--- src/verilog/cpld_pkg.sv ---
/*
 * Tower board system CPLD shared types
 * Strap, bus and reset structs, sequencer states, register map and RCW codes
 */
package cpld_pkg;

	//*********************************************************************
	// Board straps and SoC bus
	//*********************************************************************
	typedef struct packed {
		logic [3:0] rcw_src;		// One-hot {qspi, sd, hardcode, nor}
		logic       nor_qspi_sel;		// SW2[5]
		logic       diff_sysclk_vsel;	// Single or differential SYSCLK
		logic       bank_sel;		// NOR bank select, SW3[5]
		logic       mux_sel1;		// SerDes default select, SW3[6]
		logic [1:0] cfg_svr;		// Silicon version straps
		logic [1:0] pcb_ver;		// Board revision pins
	} strap_t;

	typedef struct packed {
		logic       cs_b;		// CPLD chip select
		logic       oe_b;		// Read strobe
		logic       we_b;		// Write strobe, rising edge writes
		logic [4:0] addr;		// Register address
		logic [7:0] wdata;		// Write data
	} ifc_bus_t;

	//*********************************************************************
	// Reset control and register file results
	//*********************************************************************
	typedef struct packed {
		logic pwr_hrst_n;		// Hard reset, reloads POR straps
		logic sw_rst_n;			// Soft reset, registers kept
	} rst_ctl_t;

	typedef struct packed {
		logic [7:0] soft_mux_on1;	// Bit 0 enables RCW override
		logic [8:0] rcw_override;	// Software RCW source
		logic       vbank;		// Virtual bank select
		logic [7:0] elev_gpio;		// ELEV connector GPIOs
		logic [3:0] serdes_mux;		// SerDes lane select
		logic       pcie_rst_reg;	// PCIe reset enable, low holds reset
		logic       system_rst;		// Request soft reset
		logic       global_rst;		// Request full POR
	} reg_ctl_t;

	typedef enum logic [1:0] {
		idle       = 2'd0,		// Waiting for supervisor
		system_up  = 2'd1,		// Running
		por_assert = 2'd2,		// POR with strap reload
		swr_assert = 2'd3		// Soft reset of the SoC only
	} seq_state_e;

	typedef enum logic [4:0] {
		addr_ver_major  = 5'd0,
		addr_ver_minor  = 5'd1,
		addr_pcb        = 5'd2,
		addr_system_rst = 5'd3,
		addr_soft_mux   = 5'd4,
		addr_rcw_lo     = 5'd5,
		addr_rcw_hi     = 5'd6,
		addr_vbank      = 5'd7,
		addr_elev_gpio  = 5'd8,
		addr_serdes_mux = 5'd13,
		addr_global_rst = 5'd14,
		addr_pcie_rst   = 5'd20,
		addr_sysclk     = 5'd21
	} reg_addr_e;

	localparam logic [3:0] CPLD_VER_MAJOR = 4'd3;
	localparam logic [3:0] CPLD_VER_MINOR = 4'd3;

	// RCW source codes per switch position
	localparam logic [8:0] RCW_NOR      = 9'b101001000;
	localparam logic [8:0] RCW_HARDCODE = 9'b001110010;
	localparam logic [8:0] RCW_SD       = 9'b000000100;
	localparam logic [8:0] RCW_QSPI     = 9'b001000100;
	localparam logic [8:0] RCW_NONE     = 9'b111111111;

	function automatic logic [8:0] rcw_decode(input logic [3:0] src);
		case (src)
			4'b0001: return RCW_NOR;
			4'b0010: return RCW_HARDCODE;
			4'b0100: return RCW_SD;
			4'b1000: return RCW_QSPI;
			default: return RCW_NONE;	// Zero or several switches on
		endcase
	endfunction

endpackage

--- src/verilog/input_sync.sv ---
/*
 * Two-flop synchronizer for an arbitrary packed payload
 */
`timescale 1ns/1ps

module input_sync #(
	parameter type payload_t = logic
) (
	input  logic     cpld_25MHz,
	input  logic     poreset_b_18,
	input  payload_t d,			// Asynchronous pins
	output payload_t q			// Clock domain copy
);

	payload_t meta;				// First stage, may go metastable

	always_ff @(posedge cpld_25MHz or negedge poreset_b_18)
	begin
		if (!poreset_b_18)
		begin
			meta <= '0;
			q <= '0;
		end
		else
		begin
			meta <= d;
			q <= meta;			// Second stage settles
		end
	end

endmodule

--- src/verilog/reset_sequencer.sv ---
/*
 * Board reset sequencer
 * Walks idle, system up, POR and soft reset states with a minimum hold time
 */
`timescale 1ns/1ps

module reset_sequencer import cpld_pkg::*; #(
	parameter int HOLD_CYCLES = 128
) (
	input  logic     cpld_25MHz,
	input  logic     poreset_b_18,
	input  logic     rst_pld_n,		// Supervisor reset, raw pin
	input  logic     reset_req_b,		// SoC reset request, raw pin
	input  logic     system_rst,		// From register file
	input  logic     global_rst,		// From register file
	output rst_ctl_t rst_ctl
);

	localparam int CNT_W = $clog2(HOLD_CYCLES + 1);

	logic [1:0]       pin_q;		// {rst_pld_n, reset_req_b} synchronized
	logic             pld_ok;
	logic             req_ok;
	seq_state_e       state;
	seq_state_e       state_nxt;
	logic [CNT_W-1:0] hold_cnt;
	logic             hold_done;
	logic             in_assert;

	input_sync #(
		.payload_t (logic [1:0])
	) i_pin_sync (
		.cpld_25MHz   (cpld_25MHz),
		.poreset_b_18 (poreset_b_18),
		.d            ({rst_pld_n, reset_req_b}),
		.q            (pin_q)
	);

	assign pld_ok = pin_q[1];
	assign req_ok = pin_q[0];

	assign in_assert = (state == por_assert) || (state == swr_assert);
	assign hold_done = (hold_cnt == CNT_W'(HOLD_CYCLES - 1));	// Last held cycle

	//*********************************************************************
	// Next state
	//*********************************************************************
	always_comb
	begin
		state_nxt = state;
		case (state)
			idle:
				if (pld_ok)
					state_nxt = system_up;
			system_up:
				if (!req_ok || !pld_ok || global_rst)
					state_nxt = por_assert;		// Full POR wins
				else if (system_rst)
					state_nxt = swr_assert;
			por_assert:
				if (hold_done && pld_ok)
					state_nxt = system_up;		// Supervisor must be released too
			swr_assert:
				if (hold_done)
					state_nxt = system_up;
			default:
				state_nxt = idle;
		endcase
	end

	always_ff @(posedge cpld_25MHz or negedge poreset_b_18)
	begin
		if (!poreset_b_18)
			state <= idle;
		else
			state <= state_nxt;
	end

	// Hold counter, saturates while POR waits for the supervisor
	always_ff @(posedge cpld_25MHz or negedge poreset_b_18)
	begin
		if (!poreset_b_18)
			hold_cnt <= '0;
		else if (!in_assert)
			hold_cnt <= '0;
		else if (!hold_done)
			hold_cnt <= hold_cnt + 1'b1;
	end

	// Outputs follow the state one clock later
	always_ff @(posedge cpld_25MHz or negedge poreset_b_18)
	begin
		if (!poreset_b_18)
		begin
			rst_ctl.pwr_hrst_n <= 1'b0;
			rst_ctl.sw_rst_n <= 1'b1;
		end
		else
		begin
			rst_ctl.pwr_hrst_n <= (state == system_up) || (state == swr_assert);
			rst_ctl.sw_rst_n <= (state != swr_assert);
		end
	end

endmodule

--- src/verilog/cpld_regs.sv ---
/*
 * CPLD register file
 * Decodes the synchronized flash-controller strobes for register reads and writes
 */
`timescale 1ns/1ps

module cpld_regs import cpld_pkg::*; (
	input  logic      cpld_25MHz,
	input  logic      poreset_b_18,
	input  ifc_bus_t  bus,			// Synchronized bus
	input  strap_t    straps,		// Synchronized straps
	input  rst_ctl_t  rst_ctl,		// From sequencer
	input  logic      sysclksel,		// SYSCLK status switch
	output logic [7:0] rdata,
	output logic      rdata_oe,
	output reg_ctl_t  regs
);

	logic       we_prev;			// Last we_b level
	logic       we_rise;
	logic       rd_active;
	logic [1:0] pcb_rd;
	logic [7:0] rd_mux;
	reg_ctl_t   dflt;			// Strap-dependent defaults

	assign we_rise = bus.we_b && !we_prev && !bus.cs_b;	// Write on we_b rising
	assign rd_active = !bus.cs_b && !bus.oe_b && rst_ctl.pwr_hrst_n;
	assign pcb_rd = straps.pcb_ver + 2'd1;	// Board rev reads one based

	//*********************************************************************
	// Defaults loaded during hard reset
	//*********************************************************************
	always_comb
	begin
		dflt = '0;
		dflt.rcw_override = rcw_decode(straps.rcw_src);
		dflt.vbank = straps.bank_sel;
		dflt.serdes_mux = straps.mux_sel1 ? 4'd14 : 4'd15;
		dflt.pcie_rst_reg = 1'b1;		// PCIe out of reset
	end

	always_ff @(posedge cpld_25MHz or negedge poreset_b_18)
	begin
		if (!poreset_b_18)
			we_prev <= 1'b0;
		else
			we_prev <= bus.we_b;
	end

	//*********************************************************************
	// Register writes
	//*********************************************************************
	always_ff @(posedge cpld_25MHz or negedge poreset_b_18)
	begin
		if (!poreset_b_18)
		begin
			regs <= '0;
			regs.rcw_override <= RCW_NONE;
			regs.serdes_mux <= 4'd15;
			regs.pcie_rst_reg <= 1'b1;
		end
		else if (!rst_ctl.pwr_hrst_n)
			regs <= dflt;			// Follows straps while POR held
		else if (!rst_ctl.sw_rst_n)
			regs.system_rst <= 1'b0;	// Soft reset keeps the rest
		else if (we_rise)
		begin
			case (bus.addr)
				addr_system_rst:
					regs.system_rst <= bus.wdata[0];
				addr_soft_mux:
					regs.soft_mux_on1 <= bus.wdata;
				addr_rcw_lo:
					regs.rcw_override[7:0] <= bus.wdata;
				addr_rcw_hi:
					regs.rcw_override[8] <= bus.wdata[0];
				addr_vbank:
					regs.vbank <= bus.wdata[0];
				addr_elev_gpio:
					regs.elev_gpio <= bus.wdata;
				addr_serdes_mux:
					regs.serdes_mux <= bus.wdata[3:0];
				addr_global_rst:
					regs.global_rst <= bus.wdata[0];
				addr_pcie_rst:
					regs.pcie_rst_reg <= bus.wdata[0];
				default:
					;			// Read-only or unmapped
			endcase
		end
	end

	//*********************************************************************
	// Register reads
	//*********************************************************************
	always_comb
	begin
		case (bus.addr)
			addr_ver_major:  rd_mux = {4'b0, CPLD_VER_MAJOR};
			addr_ver_minor:  rd_mux = {4'b0, CPLD_VER_MINOR};
			addr_pcb:        rd_mux = {6'b0, pcb_rd};
			addr_system_rst: rd_mux = {7'b0, regs.system_rst};
			addr_soft_mux:   rd_mux = regs.soft_mux_on1;
			addr_rcw_lo:     rd_mux = regs.rcw_override[7:0];
			addr_rcw_hi:     rd_mux = {7'b0, regs.rcw_override[8]};
			addr_vbank:      rd_mux = {7'b0, regs.vbank};
			addr_elev_gpio:  rd_mux = regs.elev_gpio;
			addr_serdes_mux: rd_mux = {4'b0, regs.serdes_mux};
			addr_global_rst: rd_mux = {7'b0, regs.global_rst};
			addr_pcie_rst:   rd_mux = {7'b0, regs.pcie_rst_reg};
			addr_sysclk:     rd_mux = {7'b0, sysclksel};
			default:         rd_mux = 8'h00;	// Unmapped
		endcase
	end

	always_ff @(posedge cpld_25MHz or negedge poreset_b_18)
	begin
		if (!poreset_b_18)
			rdata_oe <= 1'b0;
		else
			rdata_oe <= rd_active;		// Drive data bus back to SoC
	end

	always_ff @(posedge cpld_25MHz)
	begin
		rdata <= rd_active ? rd_mux : 8'h00;
	end

endmodule

--- src/verilog/por_reset_ctrl.sv ---
/*
 * POR configuration driver and board reset fan-out
 */
`timescale 1ns/1ps

module por_reset_ctrl import cpld_pkg::*; #(
	parameter int POR_HOLD = 4
) (
	input  logic       cpld_25MHz,
	input  logic       poreset_b_18,
	input  rst_ctl_t   rst_ctl,
	input  reg_ctl_t   regs,
	input  strap_t     straps,
	input  logic       jtag_rst_b,		// JTAG connector reset
	input  logic       k20_trst_b,		// Debug MCU TRST
	input  logic       hreset_b,		// SoC HRESET
	output logic       soc_poreset_b,
	output logic       cpu_trst_b,
	output logic       rst_flsh_n,
	output logic       ddr_rst_b,
	output logic       ethphy_rst_b,
	output logic       rst_pcie_n,
	output logic [8:0] cfg_rcw,		// RCW source strap value
	output logic [1:0] cfg_svr,
	output logic       cfg_sysclk_vsel,
	output logic       cfg_oe		// Strap pins driven
);

	localparam int CNT_W = $clog2(POR_HOLD + 1);

	logic [CNT_W-1:0] hold_cnt;		// Cycles since PORESET rose

	assign soc_poreset_b = rst_ctl.pwr_hrst_n && rst_ctl.sw_rst_n && jtag_rst_b;

	assign cpu_trst_b = rst_ctl.pwr_hrst_n && k20_trst_b;
	assign rst_flsh_n = rst_ctl.pwr_hrst_n;
	assign ddr_rst_b = hreset_b;
	assign ethphy_rst_b = hreset_b;
	assign rst_pcie_n = hreset_b && regs.pcie_rst_reg;

	// Software override or switch decode
	assign cfg_rcw = regs.soft_mux_on1[0] ? regs.rcw_override : rcw_decode(straps.rcw_src);
	assign cfg_svr = straps.cfg_svr;
	assign cfg_sysclk_vsel = straps.diff_sysclk_vsel;

	// Hold time on the straps after PORESET negates
	always_ff @(posedge cpld_25MHz or negedge poreset_b_18)
	begin
		if (!poreset_b_18)
		begin
			hold_cnt <= '0;
			cfg_oe <= 1'b0;
		end
		else if (!soc_poreset_b)
		begin
			hold_cnt <= '0;
			cfg_oe <= 1'b1;
		end
		else if (hold_cnt == CNT_W'(POR_HOLD - 1))
			cfg_oe <= 1'b0;		// Release strap pins
		else
			hold_cnt <= hold_cnt + 1'b1;
	end

endmodule

--- src/verilog/twr_cpld.sv ---
/*
 * Tower board system CPLD, reset and POR configuration core
 * Connects the input synchronizers, reset sequencer, registers and reset driver
 */
`timescale 1ns/1ps

module twr_cpld import cpld_pkg::*; #(
	parameter int HOLD_CYCLES = 128,
	parameter int POR_HOLD    = 4
) (
	input  logic       cpld_25MHz,
	input  logic       poreset_b_18,	// Board power-on reset
	input  logic       rcw_src_nor,		// SW2[1]
	input  logic       rcw_src_hdcode,	// SW2[2]
	input  logic       rcw_src_sd,		// SW2[3]
	input  logic       rcw_src_qspi,	// SW2[4]
	input  logic       nor_qspi_sel,
	input  logic       diff_sysclk_vsel,
	input  logic       bank_sel,
	input  logic       mux_sel1,
	input  logic [1:0] cfg_svr_sw,		// SW3[8:7]
	input  logic [1:0] pcb_ver,
	input  logic       ifc_cs_b,
	input  logic       ifc_oe_b,
	input  logic       ifc_we_b,
	input  logic [4:0] ifc_addr,
	input  logic [7:0] ifc_wdata,
	input  logic       sysclksel_96MHz,
	input  logic       rst_pld_n,		// MAX811 supervisor
	input  logic       reset_req_b_18,
	input  logic       jtag_rst_b_18,
	input  logic       k20_trst_b_18,
	input  logic       hreset_b_18,
	output logic [7:0] rdata,
	output logic       rdata_oe,
	output logic       soc_poreset_b,
	output logic       cpu_trst_b,
	output logic       rst_flsh_n,
	output logic       ddr_rst_b,
	output logic       ethphy_rst_b,
	output logic       rst_pcie_n,
	output logic [8:0] cfg_rcw,
	output logic [1:0] cfg_svr,
	output logic       cfg_sysclk_vsel,
	output logic       cfg_oe,
	output logic [7:0] elev_gpio,
	output logic [3:0] serdes_mux
);

	strap_t   strap_raw;
	strap_t   straps;
	ifc_bus_t bus_raw;
	ifc_bus_t bus;
	rst_ctl_t rst_ctl;
	reg_ctl_t regs;

	//*********************************************************************
	// Pin packing and synchronizers
	//*********************************************************************
	assign strap_raw = '{
		rcw_src:          {rcw_src_qspi, rcw_src_sd, rcw_src_hdcode, rcw_src_nor},
		nor_qspi_sel:     nor_qspi_sel,
		diff_sysclk_vsel: diff_sysclk_vsel,
		bank_sel:         bank_sel,
		mux_sel1:         mux_sel1,
		cfg_svr:          cfg_svr_sw,
		pcb_ver:          pcb_ver
	};

	assign bus_raw = '{cs_b: ifc_cs_b, oe_b: ifc_oe_b, we_b: ifc_we_b,
		addr: ifc_addr, wdata: ifc_wdata};

	input_sync #(.payload_t (strap_t)) i_strap_sync (
		.cpld_25MHz   (cpld_25MHz),
		.poreset_b_18 (poreset_b_18),
		.d            (strap_raw),
		.q            (straps)
	);

	input_sync #(.payload_t (ifc_bus_t)) i_bus_sync (
		.cpld_25MHz   (cpld_25MHz),
		.poreset_b_18 (poreset_b_18),
		.d            (bus_raw),
		.q            (bus)
	);

	//*********************************************************************
	// Sequencer, registers and reset driver
	//*********************************************************************
	reset_sequencer #(.HOLD_CYCLES (HOLD_CYCLES)) i_reset_sequencer (
		.cpld_25MHz   (cpld_25MHz),
		.poreset_b_18 (poreset_b_18),
		.rst_pld_n    (rst_pld_n),
		.reset_req_b  (reset_req_b_18),
		.system_rst   (regs.system_rst),
		.global_rst   (regs.global_rst),
		.rst_ctl      (rst_ctl)
	);

	cpld_regs i_cpld_regs (
		.cpld_25MHz   (cpld_25MHz),
		.poreset_b_18 (poreset_b_18),
		.bus          (bus),
		.straps       (straps),
		.rst_ctl      (rst_ctl),
		.sysclksel    (sysclksel_96MHz),
		.rdata        (rdata),
		.rdata_oe     (rdata_oe),
		.regs         (regs)
	);

	por_reset_ctrl #(.POR_HOLD (POR_HOLD)) i_por_reset_ctrl (
		.cpld_25MHz      (cpld_25MHz),
		.poreset_b_18    (poreset_b_18),
		.rst_ctl         (rst_ctl),
		.regs            (regs),
		.straps          (straps),
		.jtag_rst_b      (jtag_rst_b_18),
		.k20_trst_b      (k20_trst_b_18),
		.hreset_b        (hreset_b_18),
		.soc_poreset_b   (soc_poreset_b),
		.cpu_trst_b      (cpu_trst_b),
		.rst_flsh_n      (rst_flsh_n),
		.ddr_rst_b       (ddr_rst_b),
		.ethphy_rst_b    (ethphy_rst_b),
		.rst_pcie_n      (rst_pcie_n),
		.cfg_rcw         (cfg_rcw),
		.cfg_svr         (cfg_svr),
		.cfg_sysclk_vsel (cfg_sysclk_vsel),
		.cfg_oe          (cfg_oe)
	);

	assign elev_gpio = regs.elev_gpio;	// ELEV connector GPIOs
	assign serdes_mux = regs.serdes_mux;	// Lane switch selects

endmodule

--- config.mk ---
export PLATFORM = sky130hd
export DESIGN_NAME = twr_cpld
export DESIGN_NICKNAME = d
export VERILOG_FILES = /design/src/verilog/cpld_pkg.sv /design/src/verilog/input_sync.sv /design/src/verilog/reset_sequencer.sv /design/src/verilog/cpld_regs.sv /design/src/verilog/por_reset_ctrl.sv /design/src/verilog/twr_cpld.sv
export SDC_FILE = /design/constraint.sdc
export NUM_CORES = 1
export LEC_CHECK = 0
export CAP_MARGIN = 20
export CORE_ASPECT_RATIO = 1.75
export CORE_MARGIN = 5
export CORE_UTILIZATION = 50
export CTS_CLUSTER_DIAMETER = 120
export DETAILED_ROUTE_END_ITERATION = 8
export DONT_BUFFER_PORTS = 1
export PLACE_DENSITY_LB_ADDON = 0.25
export SYNTH_ARGS = -nofsm -noshare
export SYNTH_HDL_FRONTEND = slang
export SYNTH_SLANG_ARGS = --single-unit
--- constraint.sdc ---
create_clock -name cpld_25MHz -period 2.11 [get_ports cpld_25MHz]
set_clock_uncertainty 0.05 [all_clocks]
set_input_delay 0.422 -clock cpld_25MHz [delete_from_list [all_inputs] [get_ports cpld_25MHz]]
set_output_delay 0.422 -clock cpld_25MHz [all_outputs]
set_load 0.01 [all_outputs]
After elaboration in Yosys (flattened, before gate mapping) --
Cells that the tools add are included.
Operators by class: add/subtract/negate cells 3, eq/ne operators 41, multiplexer cells 30, reduce and logical (&&, ||, !) cells 31
Operators with widths (count):
- 8-bit one-hot mux with 12 select lines | 1
- 33-bit 2-to-1 mux | 2
- 8-bit 2-to-1 mux | 5
- 9-bit one-hot mux with 4 select lines | 1
- 31-bit 2-to-1 mux | 1
- 3-bit AND reduction | 8
- 2-bit by 1-bit != test with 1-bit output (second input constant) | 11
- 5-bit by 3-bit == test with 1-bit output (second input constant) | 4
- 5-bit by 4-bit == test with 1-bit output (second input constant) | 3
- 2-bit != test (second input constant) | 6
- 5-bit by 2-bit == test with 1-bit output (second input constant) | 2
- 5-bit == test (second input constant) | 2
- 1-bit 2-to-1 mux | 10
- 2-bit 2-to-1 mux | 5
- 1-bit logical AND | 9
- 9-bit 2-to-1 mux | 1
- 8-bit by 1-bit adder with 8-bit output (second input constant) | 1
- 8-bit by 7-bit == test with 1-bit output (second input constant) | 1
- 2-bit one-hot mux with 4 select lines | 1
- 3-bit 2-to-1 mux | 2
- 3-bit by 2-bit != test with 1-bit output (second input constant) | 2
- 5-bit by 1-bit == test with 1-bit output (second input constant) | 1
- 1-bit logical NOT | 5
- 5-bit logical NOT | 1
- 16 further kinds | 20
Word-level totals: register bits 117, bits of input ports 36, output and inout bits 40, word-level logic and storage cells 147

Depth between registers and ports, before layout --
Gate-level depths: netlist of the first run.
depth after elaboration 6, depth in mapped cells 7, depth with buffers taken out 6

By module --
A second synthesis of the first run with hierarchy kept.
Second synthesis, totals: cell total of the unflattened synthesis 416, area total of the unflattened synthesis 4810.9 um^2
Modules (own cells, without submodules):
- cpld_regs | times used 1, cells an instance 238, area an instance 2267.2 um^2, seq. area each 1053.5 um^2
- input_sync (i_bus_sync) | times used 1, cells an instance 32, area an instance 800.8 um^2, seq. area each 800.8 um^2
- input_sync (i_strap_sync) | times used 1, cells an instance 24, area an instance 600.6 um^2, seq. area each 600.6 um^2
- reset_sequencer | times used 1, cells an instance 58, area an instance 588.1 um^2, seq. area each 301.5 um^2
- por_reset_ctrl | times used 1, cells an instance 60, area an instance 454.2 um^2, seq. area each 100.1 um^2
- input_sync (i_reset_sequencer.i_pin_sync) | times used 1, cells an instance 4, area an instance 100.1 um^2, seq. area each 100.1 um^2

Worst setup path after synthesis of the first run --
Ideal clock, no wire load.
path kind flip-flop to output port, start reg i_strap_sync.q[9] in the netlist's numbering, end out cfg_rcw[6], arrival time 1.370 ns, required time 1.638 ns, path slack 0.268 ns, cell stages (with the launch flop) 3, buffers on the path 0, path through dfrtp_1 > or4b_2 > mux2_2
Between the ends: cells in the longest elaborated chain, start to end 3, elaborated cells between the ends (all ways) 6, those cells by class 4 x eq/ne; 2 x mux
Ends and longest elaborated chain:
- start: declaration | RTL line input_sync.sv:12 | output payload_t q
- start signal: assignment | RTL line input_sync.sv:27 | q <= meta;
- 4-bit == test, or another cell as far along | RTL line cpld_pkg.sv:81 | case (src)
- 9-bit one-hot mux with 4 select lines * | RTL line cpld_pkg.sv:81
- 9-bit 2-to-1 mux * | RTL line por_reset_ctrl.sv:42 | assign cfg_rcw = regs.soft_mux_on1[0] ? regs.rcw_override : rcw_decode(straps.rcw_src);
- end: declaration | RTL line twr_cpld.sv:42 | output logic [8:0] cfg_rcw,
Every way passes the cells marked *; elsewhere a longest branch is shown, timed or not.

Final worst setup path of the first run --
start reg i_strap_sync.q[9] in the netlist's numbering, end out cfg_rcw[2]
The elaborated chain is that of the path after synthesis.

==> results of run 1 <==
[state kept, by name (all words and copies together), names as in the netlist]
name,flops
i_reset_sequencer.i_pin_sync.meta,2
i_bus_sync.meta,16
i_reset_sequencer.hold_cnt,8
i_cpld_regs.regs,33
i_reset_sequencer.rst_ctl,2
i_cpld_regs.we_prev,1
i_reset_sequencer.state,2
i_strap_sync.meta,11
i_strap_sync.q,11
i_por_reset_ctrl.cfg_oe,1
i_reset_sequencer.i_pin_sync.q,2
i_bus_sync.q,16
i_cpld_regs.rdata,8
i_cpld_regs.rdata_oe,1
i_por_reset_ctrl.hold_cnt,3
[logic make-up after synthesis]
logic type / count (synthesis) / synth area share
compound gates: 81 / 0.111
flops: 117 / 0.622
simple gates: 127 / 0.147
fa+ha+maj: 3 / 0.00803
mux: 20 / 0.0433
buf+inv: 46 / 0.0565
xor+xnor: 7 / 0.0131
[report_power, final]
| part | internal, mW | total [mW] | switching, mW | leakage [nW] |
|---|---|---|---|---|
| Combinational | 0.369 | 0.752 | 0.384 | 0.855 |
| Sequential | 2.57 | 2.84 | 0.269 | 1.37 |
| Clock | 1.98 | 3.00 | 1.02 | 0.288 |
| Total | 4.92 | 6.59 | 1.68 | 2.51 |
[synthesized netlist by cell type (6+ instances only)]
master	n
sky130_fd_sc_hd__buf_2	7
sky130_fd_sc_hd__inv_1	11
sky130_fd_sc_hd__nand2_1	38
sky130_fd_sc_hd__nand3_1	29
sky130_fd_sc_hd__nor2_1	23
sky130_fd_sc_hd__mux2i_1	18
sky130_fd_sc_hd__buf_4	18
sky130_fd_sc_hd__and2_1	6
sky130_fd_sc_hd__o21ai_0	9
sky130_fd_sc_hd__dfxtp_1	8
sky130_fd_sc_hd__a21boi_1	8
sky130_fd_sc_hd__clkbuf_1	8
sky130_fd_sc_hd__dfrtp_1	94
sky130_fd_sc_hd__a22oi_1	9
sky130_fd_sc_hd__dfstp_2	15
sky130_fd_sc_hd__a21boi_0	8
sky130_fd_sc_hd__a21oi_1	28
[worst max path at each step]
stage                                       from         end  slack [ns]  depth (start not counted)
global route        i_strap_sync.q[10]$_DFF_PN0_  cfg_rcw[7]       -0.18                          5
global placement     i_strap_sync.q[9]$_DFF_PN0_  cfg_rcw[6]        0.23                          2
detailed placement   i_strap_sync.q[9]$_DFF_PN0_  cfg_rcw[6]        0.23                          2
floorplan            i_strap_sync.q[9]$_DFF_PN0_  cfg_rcw[6]        0.27                          2
CTS                 i_strap_sync.q[10]$_DFF_PN0_  cfg_rcw[7]       -0.12                          5
finish               i_strap_sync.q[9]$_DFF_PN0_  cfg_rcw[2]       -0.08                          4
[per-stage QoR]
stage / util / power, mW / setup TNS [ns]
6_report: 0.625 / 6.59 / -0.394
4_1_cts: 0.625 / 6.66 / -0.661
3_3_place_gp: 0.516 / 3.52 / 0
3_5_place_dp: 0.516 / 3.55 / 0
2_1_floorplan: - / 3.36 / 0
5_1_grt: 0.625 / 6.92 / -1.20
[worst reg2reg max path, cell delays in order, from the launching register on]
cell and delay, ns:
sky130_fd_sc_hd__dfstp_2 0.57, sky130_fd_sc_hd__nor4bb_4 0.31, sky130_fd_sc_hd__buf_4 0.31, sky130_fd_sc_hd__nand2_2 0.23, sky130_fd_sc_hd__mux2i_1 0.23, sky130_fd_sc_hd__a21oi_1 0.09
[what timing repair did]
action / in CTS / in global routing
hold endpoints to repair: 138 / 109
setup endpoints to repair: 9 / 9
pin swaps: 3 / 2
buffers inserted: 6 / 0
gates resized for setup: 7 / 0
[metal layers]
layer / vias up / GRT usage / share of wire
met2: 98 / 0.300 / 0.53
met4: 0 / 0.0818 / 0.018
met3: 16 / 0.0666 / 0.058
li1: 1439 / - / -
met1: 1491 / 0.199 / 0.39
met5: - / 0 / 0
[cell type report]
cell class / instances / area [sq um]
clock buffer: 17 / 425
clock inverter: 15 / 205
fill: 744 / 3410
inverter: 11 / 41.3
multi-input combinational: 238 / 1550
sequential: 117 / 2910
tap: 120 / 150
timing repair buffer: 45 / 410
==> metrics.log, run 1 <==
[metrics] Final GP Congestion: just over 0.8
[metrics] Worst path slowest cell: sky130_fd_sc_hd__dfrtp_1
[metrics] final critical-path required period: 2.19 ns
[metrics] number of rows created at floorplan: 46
[metrics] type of destination of the critical path: primary output
[metrics] Tcrit/Tclk final: 1.04
[metrics] antenna violations before repair: 0
[metrics] top achievable clock speed: 456 MHz
[metrics] I/O pin count: 76
[metrics] worst max-slew margin expressed relative to the limit: 0.605
[metrics] critical path startpoint category: flop
[metrics] maximum number of pins on one net before global-route repair: 110
[metrics] ant diodes: 0
[metrics] CP Max Fanout: 3
[metrics] clk sinks: 117
[metrics] post-placement worst setup slack: between 0.2 and 0.25 ns
[metrics] violation count after the first detailed-route iteration: about 120
[metrics] ratio of routed vias to standard cells: between 5 and 6
[metrics] area enclosed by the die boundary: 11500 sq um
[metrics] overall track demand over capacity in global routing: 0.177
[metrics] post-route worst setup slack: -0.0814 ns
[metrics] total gr overflow: 0
[metrics] violated checks: hold timing, setup timing
[metrics] Power Density: 1160 nW/um^2
[metrics] die outline height: 138 um
[metrics] post-synthesis instance total: 401
[metrics] share of post-route cells with drive strength above 1: 0.187
[metrics] Yosys top cell area share: 0.503
[metrics] kind of cell with the highest combined delay on the critical path: flip-flops
[metrics] flip-flop cell with the highest count after synthesis: sky130_fd_sc_hd__dfrtp_1
[metrics] routed wire length per instance: 16.4 um
[metrics] number of global-route vias before repair: 3163
[metrics] number of synthesized flops with an enable pin: 0
[metrics] area of the mapped netlist: approximately 4700 sq um
[metrics] final count of pins violating max slew: 0
[metrics] area of the placeable core: 9090 sq um
[metrics] cell taking the most area after synthesis: sky130_fd_sc_hd__dfrtp_1
[metrics] H-tree depth: 4
[metrics] number of max-capacitance violations reported: 0
[metrics] total number of nets in the final design: 469
[metrics] minimum hold slack: -0.340 ns
[metrics] beginning of the worst register-to-register path: i_reset_sequencer.rst_ctl[0]$_DFF_PN1_
[metrics] status: finished, violations left
[metrics] number of placed instances with taps included: 496
[metrics] register bit count reported by yosys: about 120
[metrics] Synth Area per Inst: roughly 12 sq um
[metrics] count of TritonRoute iterations in the first routing pass: 4
[metrics] endpoint of the worst register-to-register path: i_cpld_regs.regs[17]$_DFFE_PN1P_
[metrics] CTS Root Buffer Type: sky130_fd_sc_hd__clkbuf_16
[metrics] cts-stage hold buffer count: 29
[metrics] die boundary width: between 80 and 90 um
[metrics] CTS tree: yes
[metrics] Peak VDD IR: 0.851 mV
[metrics] post-route ant nets: 0
[metrics] number of clock buffers inserted by TritonCTS: 17
[metrics] number of buffer and inverter instances along the worst setup path: 1
[metrics] most used cells in the layout excluding fill and tap cells: 94 x sky130_fd_sc_hd__dfrtp_1, 38 x sky130_fd_sc_hd__nand2_1, 29 x sky130_fd_sc_hd__nand3_1, 29 x sky130_fd_sc_hd__dlygate4sd3_1, 25 x sky130_fd_sc_hd__a21oi_1
[metrics] Crit Path Class: flop to primary output
[metrics] Hold Path Class: input port to asynchronous set/reset pin
[metrics] Layout area overhead: 21.6%
[metrics] list of cells traversed by the critical path: buf_4, xnor2_1, or3_1, mux2_2
[metrics] net count after synthesis: 440
[metrics] setup slack of the worst register-to-register path: 0.24 ns
[metrics] total wirelength of the detailed-routed design: just over 9000 um
[metrics] number of different library cells in the post-synthesis netlist: 55
[metrics] leading cell type in the layout, fill and taps excluded: sky130_fd_sc_hd__dfrtp_1
[metrics] data arrival time at the worst-slack endpoint: ~1.7 ns
[metrics] setup repair after global routing missed its margin: yes
[metrics] number of warnings printed during yosys synthesis: 0
[metrics] global-route wire length before repair: between 15000 and 20000 um
[metrics] Crit path largest cell delay: 0.40 ns
[metrics] Non-Filler Cell Area, Final: 5690 sq um
[metrics] largest cells by area after synthesis: sky130_fd_sc_hd__dfrtp_1 50%, sky130_fd_sc_hd__dfstp_2 8.4%, sky130_fd_sc_hd__mux2i_1 3.9%
[metrics] Slew @ Worst Pin: 0.593 ns
[metrics] total number of vias: 3044
[metrics] effective utilization at floorplan: 0.514
[metrics] number of standard cells in the final layout excluding fillers: 563
[metrics] number of setup violations in the final report: 9
[metrics] worst reg2reg path depth: 5
[metrics] total leakage power: 2.51 nW
[metrics] Final Hold Vio Count: 109
[metrics] Max Root-Sink Buffers: 2
[metrics] clock latency on the worst-skew pair: ~0.41 ns
[metrics] proportion of register bits with asynchronous set or reset after synthesis: 0.932
[metrics] Detail Placement HPWL: 6170 um
[metrics] count of input and output buffers: 0
[metrics] remaining routing DRC violations: 0
[metrics] clock transition at the registers of the reported paths: about 0.05 ns
[metrics] CP required: 1.64 ns
[metrics] register area share after synthesis: 0.622
[metrics] total cell area at the placement stage: 4690 sq um
(Power assumes the default switching activity.)
==> run 2, diff against run 1 <==
==> constraint.sdc (replaced) <==
create_clock -name cpld_25MHz -period 2.11 [get_ports cpld_25MHz]
set_clock_uncertainty 0.05 [all_clocks]
set_input_delay 0.211 -clock cpld_25MHz [delete_from_list [all_inputs] [get_ports cpld_25MHz]]
set_output_delay 0.211 -clock cpld_25MHz [all_outputs]
set_load 0.01 [all_outputs]
==> run 2 against run 1 <==
- the run ends with hold timing left
- first-iteration DRC count up 37%
- worst setup slack better by 0.12 ns
- sequential share of layout area up 0.63 points
- highest routed layer unchanged
- sequential power about the same
- non-clock buffer count down 2
==> metrics.log, run 2 (synthesis results as in run 1) <==
[metrics] die outline height: 138 um
[metrics] CP Max Fanout: 4
[metrics] clk sinks: about 120
[metrics] post-route total power: 6.43 mW
[metrics] area taken by multi-input logic gates: 1520 sq um
[metrics] number of clock buffers inserted by TritonCTS: 17
[metrics] leading cell type in the layout, fill and taps excluded: sky130_fd_sc_hd__dfrtp_1
[metrics] Slew @ Worst Pin: 0.526 ns
[metrics] final count of pins violating max slew: 0
[metrics] setup repair after global routing missed its margin: yes
[metrics] share of post-route cells with drive strength above 1: 0.166
[metrics] CP required: 1.85 ns
[metrics] met2 track utilization from global routing: 0.294
[metrics] area of the placeable core: 9090 sq um
[metrics] Fin Setup TNS: 0 ns
[metrics] post-placement worst setup slack: 0.213 ns
[metrics] critical path startpoint category: flop
[metrics] overall track demand over capacity in global routing: 0.175
[metrics] endpoint of the worst register-to-register path: i_cpld_regs.regs[22]$_DFFE_PN1P_
[metrics] number of setup violations in the final report: 0
[metrics] busiest metal layer after global routing: met2
[metrics] count of TritonRoute iterations in the first routing pass: 4
[metrics] global-route wire length before repair: ~16000 um
[metrics] CTS tree: yes
[metrics] cts-stage hold buffer count: 30
[metrics] violation count after the first detailed-route iteration: 159
[metrics] Fill cells: 744
[metrics] area enclosed by the die boundary: 11500 sq um
[metrics] clock latency on the worst-skew pair: 0.40 ns
[metrics] effective utilization at floorplan: 0.514
[metrics] type of destination of the critical path: primary output
[metrics] top achievable clock speed: 482 MHz
[metrics] startpoint of the most critical setup path: i_strap_sync.q[9]$_DFF_PN0_
[metrics] capturing element of the worst setup path: cfg_rcw[6]
[metrics] Crit Path Class: flop to primary output
[metrics] antenna violations before repair: 0
[metrics] ratio of routed vias to standard cells: 5.29
[metrics] largest register by flop count: i_cpld_regs.regs
[metrics] Hold Path Class: input port to asynchronous set/reset pin
[metrics] I/O pin count: 76
[metrics] number of max-capacitance violations reported: 0
[metrics] met1 usage in global routing: 0.207
[metrics] Final GP Congestion: 0.805
[metrics] maximum number of pins on one net before global-route repair: 110
[metrics] Tcrit/Tclk final: 0.984
[metrics] post-route ant nets: 0
[metrics] H-tree depth: 4
[metrics] ant diodes: 0
[metrics] number of placed instances with taps included: 495
[metrics] die boundary width: about 83 um
[metrics] Layout area overhead: 20.2%
[metrics] status: finished, violations left
[metrics] count of input and output buffers: 0
[metrics] Largest regs: i_cpld_regs.regs: 33 flops, i_bus_sync.meta: 16 flops, i_bus_sync.q: 16 flops
[metrics] final critical-path required period: 2.08 ns
[metrics] Final Hold Vio Count: 109
[metrics] Power Density: approximately 1100 nW/um^2
[metrics] total number of nets in the final design: 467
[metrics] number of global-route vias before repair: 3073
[metrics] total leakage power: 2.50 nW
[metrics] setup slack of the worst register-to-register path: 0.23 ns
[metrics] Max Root-Sink Buffers: 2
[metrics] post-route worst setup slack: about 0.035 ns
[metrics] beginning of the worst register-to-register path: i_reset_sequencer.rst_ctl[0]$_DFF_PN1_
[metrics] total gr overflow: 0
[metrics] violated checks: hold timing
[metrics] remaining routing DRC violations: 0
[metrics] met3 Use GR: 0.0547
[metrics] number of rows created at floorplan: 46
[metrics] worst max-slew margin expressed relative to the limit: 0.645
[metrics] most used cells in the layout excluding fill and tap cells: 93 x sky130_fd_sc_hd__dfrtp_1, 38 x sky130_fd_sc_hd__nand2_1, 30 x sky130_fd_sc_hd__dlygate4sd3_1, 29 x sky130_fd_sc_hd__nand3_1, 28 x sky130_fd_sc_hd__a21oi_1
[metrics] number of standard cells in the final layout excluding fillers: 560
[metrics] number of flip-flops in the largest register: 33
[metrics] CTS Root Buffer Type: sky130_fd_sc_hd__clkbuf_16
[metrics] Detail Placement HPWL: 6250 um
[metrics] total number of vias: roughly 3.0k
[metrics] area taken by flip-flops and latches: about 2900 sq um
[metrics] data arrival time at the worst-slack endpoint: 1.81 ns
[metrics] clock transition at the registers of the reported paths: 0.05 ns
[metrics] routed wire length per instance: 16.4 um
[metrics] total wirelength of the detailed-routed design: around 9000 um
[metrics] Peak VDD IR: between 0.7 and 0.8 mV
[metrics] worst reg2reg path depth: 5
[metrics] minimum hold slack: -0.546 ns
==> run 2: worst min-delay path by stage <==
stage | from | end | slack, ns | cells after the start
after floorplan | poreset_b_18 | i_bus_sync.meta[0]$_DFF_PN0_ | -0.13 | 0
after global routing | poreset_b_18 | i_strap_sync.q[6]$_DFF_PN0_ | -0.57 | 0
after detailed placement | poreset_b_18 | i_strap_sync.meta[6]$_DFF_PN0_ | -0.13 | 0
after global placement | poreset_b_18 | i_strap_sync.meta[6]$_DFF_PN0_ | -0.13 | 0
final | poreset_b_18 | i_strap_sync.q[6]$_DFF_PN0_ | -0.55 | 0
after CTS | poreset_b_18 | i_cpld_regs.regs[31]$_DFFE_PN0P_ | -0.57 | 0
==> run 2: through the flow <==
step,area [sq um],util
final,5620,0.618
after global routing,5620,0.618
after CTS,5610,0.616
after detailed placement,4690,0.515
after global placement,4690,0.515
after floorplan,4680,-
==> run 2: worst max-delay path, stage by stage (launching register included) <==
cell and delay (ns):
sky130_fd_sc_hd__dfrtp_1 0.40, sky130_fd_sc_hd__or4b_2 0.70, sky130_fd_sc_hd__mux2_4 0.32
==> run 2: power breakdown <==
group	leakage (nW)	internal [mW]	switching, mW
Combinational	0.837	0.353	0.383
Clock	0.296	1.93	0.936
Sequential	1.37	2.57	0.256
==> run 2: what timing repair did <==
item                                   4_1_cts  5_1_grt
endpoints found under the hold margin      141      109
setup buffers                                2        2
cloned                                       0        0
gates resized for setup                      1        1
setup endpoints to repair                    1        3
pin swaps                                    0        1
==> run 2: layout make-up <==
cell class                      instances  area share
Clock buffer                           22      0.0844
Timing Repair Buffer                   43      0.0708
Inverter                               11     0.00734
Tap cell                              120      0.0267
Multi-Input combinational cell        238       0.271
Sequential cell                       117       0.517
Clock inverter                          9      0.0225
==> run 2: routing by layer <==
layer,up-vias,wire length (um)
met1,1450,3630
li1,1424,-
met5,-,0
met3,15,441
met4,0,176
met2,75,4940
==> run 3, diff against run 2 <==
--- a/config.mk
+++ b/config.mk
@@ -7,7 +7,6 @@
 export LEC_CHECK = 0
 export CAP_MARGIN = 20
 export CORE_ASPECT_RATIO = 1.75
-export CORE_MARGIN = 5
 export CORE_UTILIZATION = 50
 export CTS_CLUSTER_DIAMETER = 120
 export DETAILED_ROUTE_END_ITERATION = 8
==> run 3 against run 2 <==
- the flow still finishes with violations (hold timing)
- sequential power about the same
- first-iteration DRC count grew 25%
- clock-buffer cell count is 5 lower
- sequential share of layout area fell by 0.36 points
- clock power rose by 5%
- sequential cell count is the same
- final area grew 0.73%
- power increased by 1.9%
- critical path depth rose by 3
==> metrics.log, run 3 (synthesis results as in run 1) <==
[metrics] status: finished, violations left
[metrics] violated checks: hold timing
[metrics] number of global-route vias before repair: between 3k and 4k
[metrics] ratio of routed vias to standard cells: 5.35
[metrics] switching part of the total power: 0.252
[metrics] number of max-capacitance violations reported: 0
[metrics] post-placement worst setup slack: 0.318 ns
[metrics] type of destination of the critical path: primary output
[metrics] Slew @ Worst Pin: around 0.50 ns
[metrics] global-route wire length before repair: 14600 um
[metrics] overall track demand over capacity in global routing: 0.209
[metrics] number of flip-flops in the largest register: 33
[metrics] Layout area overhead: 21.1%
[metrics] Seq pwr share: 0.431
[metrics] count of input and output buffers: 0
[metrics] area taken by multi-input logic gates: 1540 sq um
[metrics] number of clock buffers inserted by TritonCTS: 17
[metrics] Fill cells: 757
[metrics] number of rows created at floorplan: 46
[metrics] maximum number of pins on one net before global-route repair: 110
[metrics] remaining routing DRC violations: 0
[metrics] Non-Filler Cell Area, Final: 5660 sq um
[metrics] final critical-path required period: about 2.1 ns
[metrics] clk sinks: approximately 120
[metrics] post-route worst setup slack: roughly 0.045 ns
[metrics] leading cell type in the layout, fill and taps excluded: sky130_fd_sc_hd__dfrtp_1
[metrics] share of post-route cells with drive strength above 1: 0.177
[metrics] Crit path largest cell delay: 0.42 ns
[metrics] total leakage power: 2.51 nW
[metrics] setup repair after global routing missed its margin: yes
[metrics] die outline height: 130 um
[metrics] effective utilization at floorplan: 0.514
[metrics] Worst path slowest cell: sky130_fd_sc_hd__dfrtp_2
[metrics] ant diodes: 0
[metrics] CP required: around 1.9 ns
[metrics] beginning of the worst register-to-register path: i_bus_sync.q[12]$_DFF_PN0_
[metrics] Util after Layout: 0.623
[metrics] data arrival time at the worst-slack endpoint: ~1.8 ns
[metrics] total number of vias: 3001
[metrics] clock transition at the registers of the reported paths: around 0.06 ns
[metrics] power share of the combinational group: 0.112
[metrics] Detail Placement HPWL: 5920 um
[metrics] Final GP Congestion: 0.824
[metrics] number of setup violations in the final report: 0
[metrics] Hold Path Class: input port to asynchronous set/reset pin
[metrics] area of the placeable core: 9090 sq um
[metrics] post-route ant nets: 0
[metrics] list of cells traversed by the critical path: xor2_1, o211ai_1, o41ai_2, nor2_1, a21o_1
[metrics] area taken by flip-flops and latches: a little under 3000 sq um
[metrics] CTS Root Buffer Type: sky130_fd_sc_hd__clkbuf_16
[metrics] largest register by flop count: i_cpld_regs.regs
[metrics] total cell area at the placement stage: 4690 sq um
[metrics] Tcrit/Tclk final: 0.978
[metrics] total number of nets in the final design: 467
[metrics] Power Density: approximately 1200 nW/um^2
[metrics] Peak VDD IR: between 0.8 and 0.9 mV
[metrics] number of standard cells in the final layout excluding fillers: 561
[metrics] Crit Path Class: flop to primary output
[metrics] count of TritonRoute iterations in the first routing pass: 4
[metrics] Final Hold Vio Count: 109
[metrics] H-tree depth: 4
[metrics] startpoint of the most critical setup path: i_strap_sync.q[10]$_DFF_PN0_
[metrics] post-route total power: 6.56 mW
[metrics] cts-stage hold buffer count: 30
[metrics] most used cells in the layout excluding fill and tap cells: 92 x sky130_fd_sc_hd__dfrtp_1, 38 x sky130_fd_sc_hd__nand2_1, 30 x sky130_fd_sc_hd__dlygate4sd3_1, 29 x sky130_fd_sc_hd__nand3_1, 28 x sky130_fd_sc_hd__a21oi_1
[metrics] CP Max Fanout: 5
[metrics] die boundary width: 75.1 um
[metrics] net switching component of the power: 1.65 mW
[metrics] top achievable clock speed: 484 MHz
[metrics] number of placed instances with taps included: between 400 and 500
[metrics] minimum hold slack: -0.552 ns
[metrics] Largest regs: i_cpld_regs.regs: 33 flops, i_bus_sync.meta: 16 flops, i_bus_sync.q: 16 flops
[metrics] cell internal power dissipation: roughly 4.9 mW
[metrics] total gr overflow: 0
[metrics] area enclosed by the die boundary: 9760 sq um
[metrics] total wirelength of the detailed-routed design: 9010 um
[metrics] worst max-slew margin expressed relative to the limit: 0.664
[metrics] CTS tree: yes
[metrics] violation count after the first detailed-route iteration: 198
[metrics] clock latency on the worst-skew pair: between 0.4 and 0.5 ns
[metrics] critical path startpoint category: flop
[metrics] Max Root-Sink Buffers: 2
[metrics] antenna violations before repair: 0
[metrics] Fin Setup TNS: 0 ns
[metrics] routed wire length per instance: 16.1 um
[metrics] final count of pins violating max slew: 0
[metrics] I/O pin count: 76
[metrics] part of the power in the clock network: 0.457
## run 3: changes by cell type in the layout (fill, tap and decap cells not counted), sizes merged
cell	change
clkbuf	-5
clkinvlp	+3
inv	+2
bufinv	+1
## run 3: per-layer routing
metal,up-vias,wire (um),global-route usage
met5,-,0,0
met1,1485,3520,0.236
met3,8,400,0.0780
met2,80,5000,0.357
li1,1428,-,-
met4,0,87,0.0699
## run 3: area by class of cell
type	count	share of cell area
timing repair buffer	43	0.0703
clock buffer	17	0.0751
clock inverter	15	0.0360
sequential	117	0.514
inverter	11	0.00729
multi-input combinational	238	0.271
tap	120	0.0265
## run 3: critical path: cells and delay by family, from the launching register on
kind | cells | cell delay (ns)
flops | 1 | 0.42
xor+xnor | 1 | 0.18
compound gates | 3 | 0.58
simple gates | 1 | 0.21
## run 3: final timing paths
kind	to	slack, ns	depth (start not counted)
min in group cpld_25MHz	i_cpld_regs.rdata[0]$_SDFF_PN0_	0.15	4
max in group asynchronous	i_cpld_regs.regs[24]$_DFFE_PN1P_	2.35	0
worst max register to register	i_cpld_regs.rdata[0]$_SDFF_PN0_	0.29	5
worst min register to register	i_reset_sequencer.i_pin_sync.q[0]$_DFF_PN0_	0.30	0
worst min-delay path	i_bus_sync.meta[0]$_DFF_PN0_	-0.55	0
worst max-delay path	cfg_rcw[0]	0.05	5
## run 3: repair_timing
item | 4_1_cts | 5_1_grt
setup buffers | 0 | 3
gates resized for setup | 1 | 4
endpoints found under the hold margin | 141 | 109
pin swaps | 0 | 2
setup endpoints to repair | 1 | 4
## run 3: power groups by stage
stage          Clock [mW]  Combinational (mW)  Sequential [mW]
2_1_floorplan           0               0.602             2.76
3_3_place_gp            0               0.663             2.84
3_5_place_dp            0               0.684             2.86
4_1_cts              3.05               0.733             2.83
5_1_grt              3.15               0.830             2.86
6_report             3.00               0.732             2.82
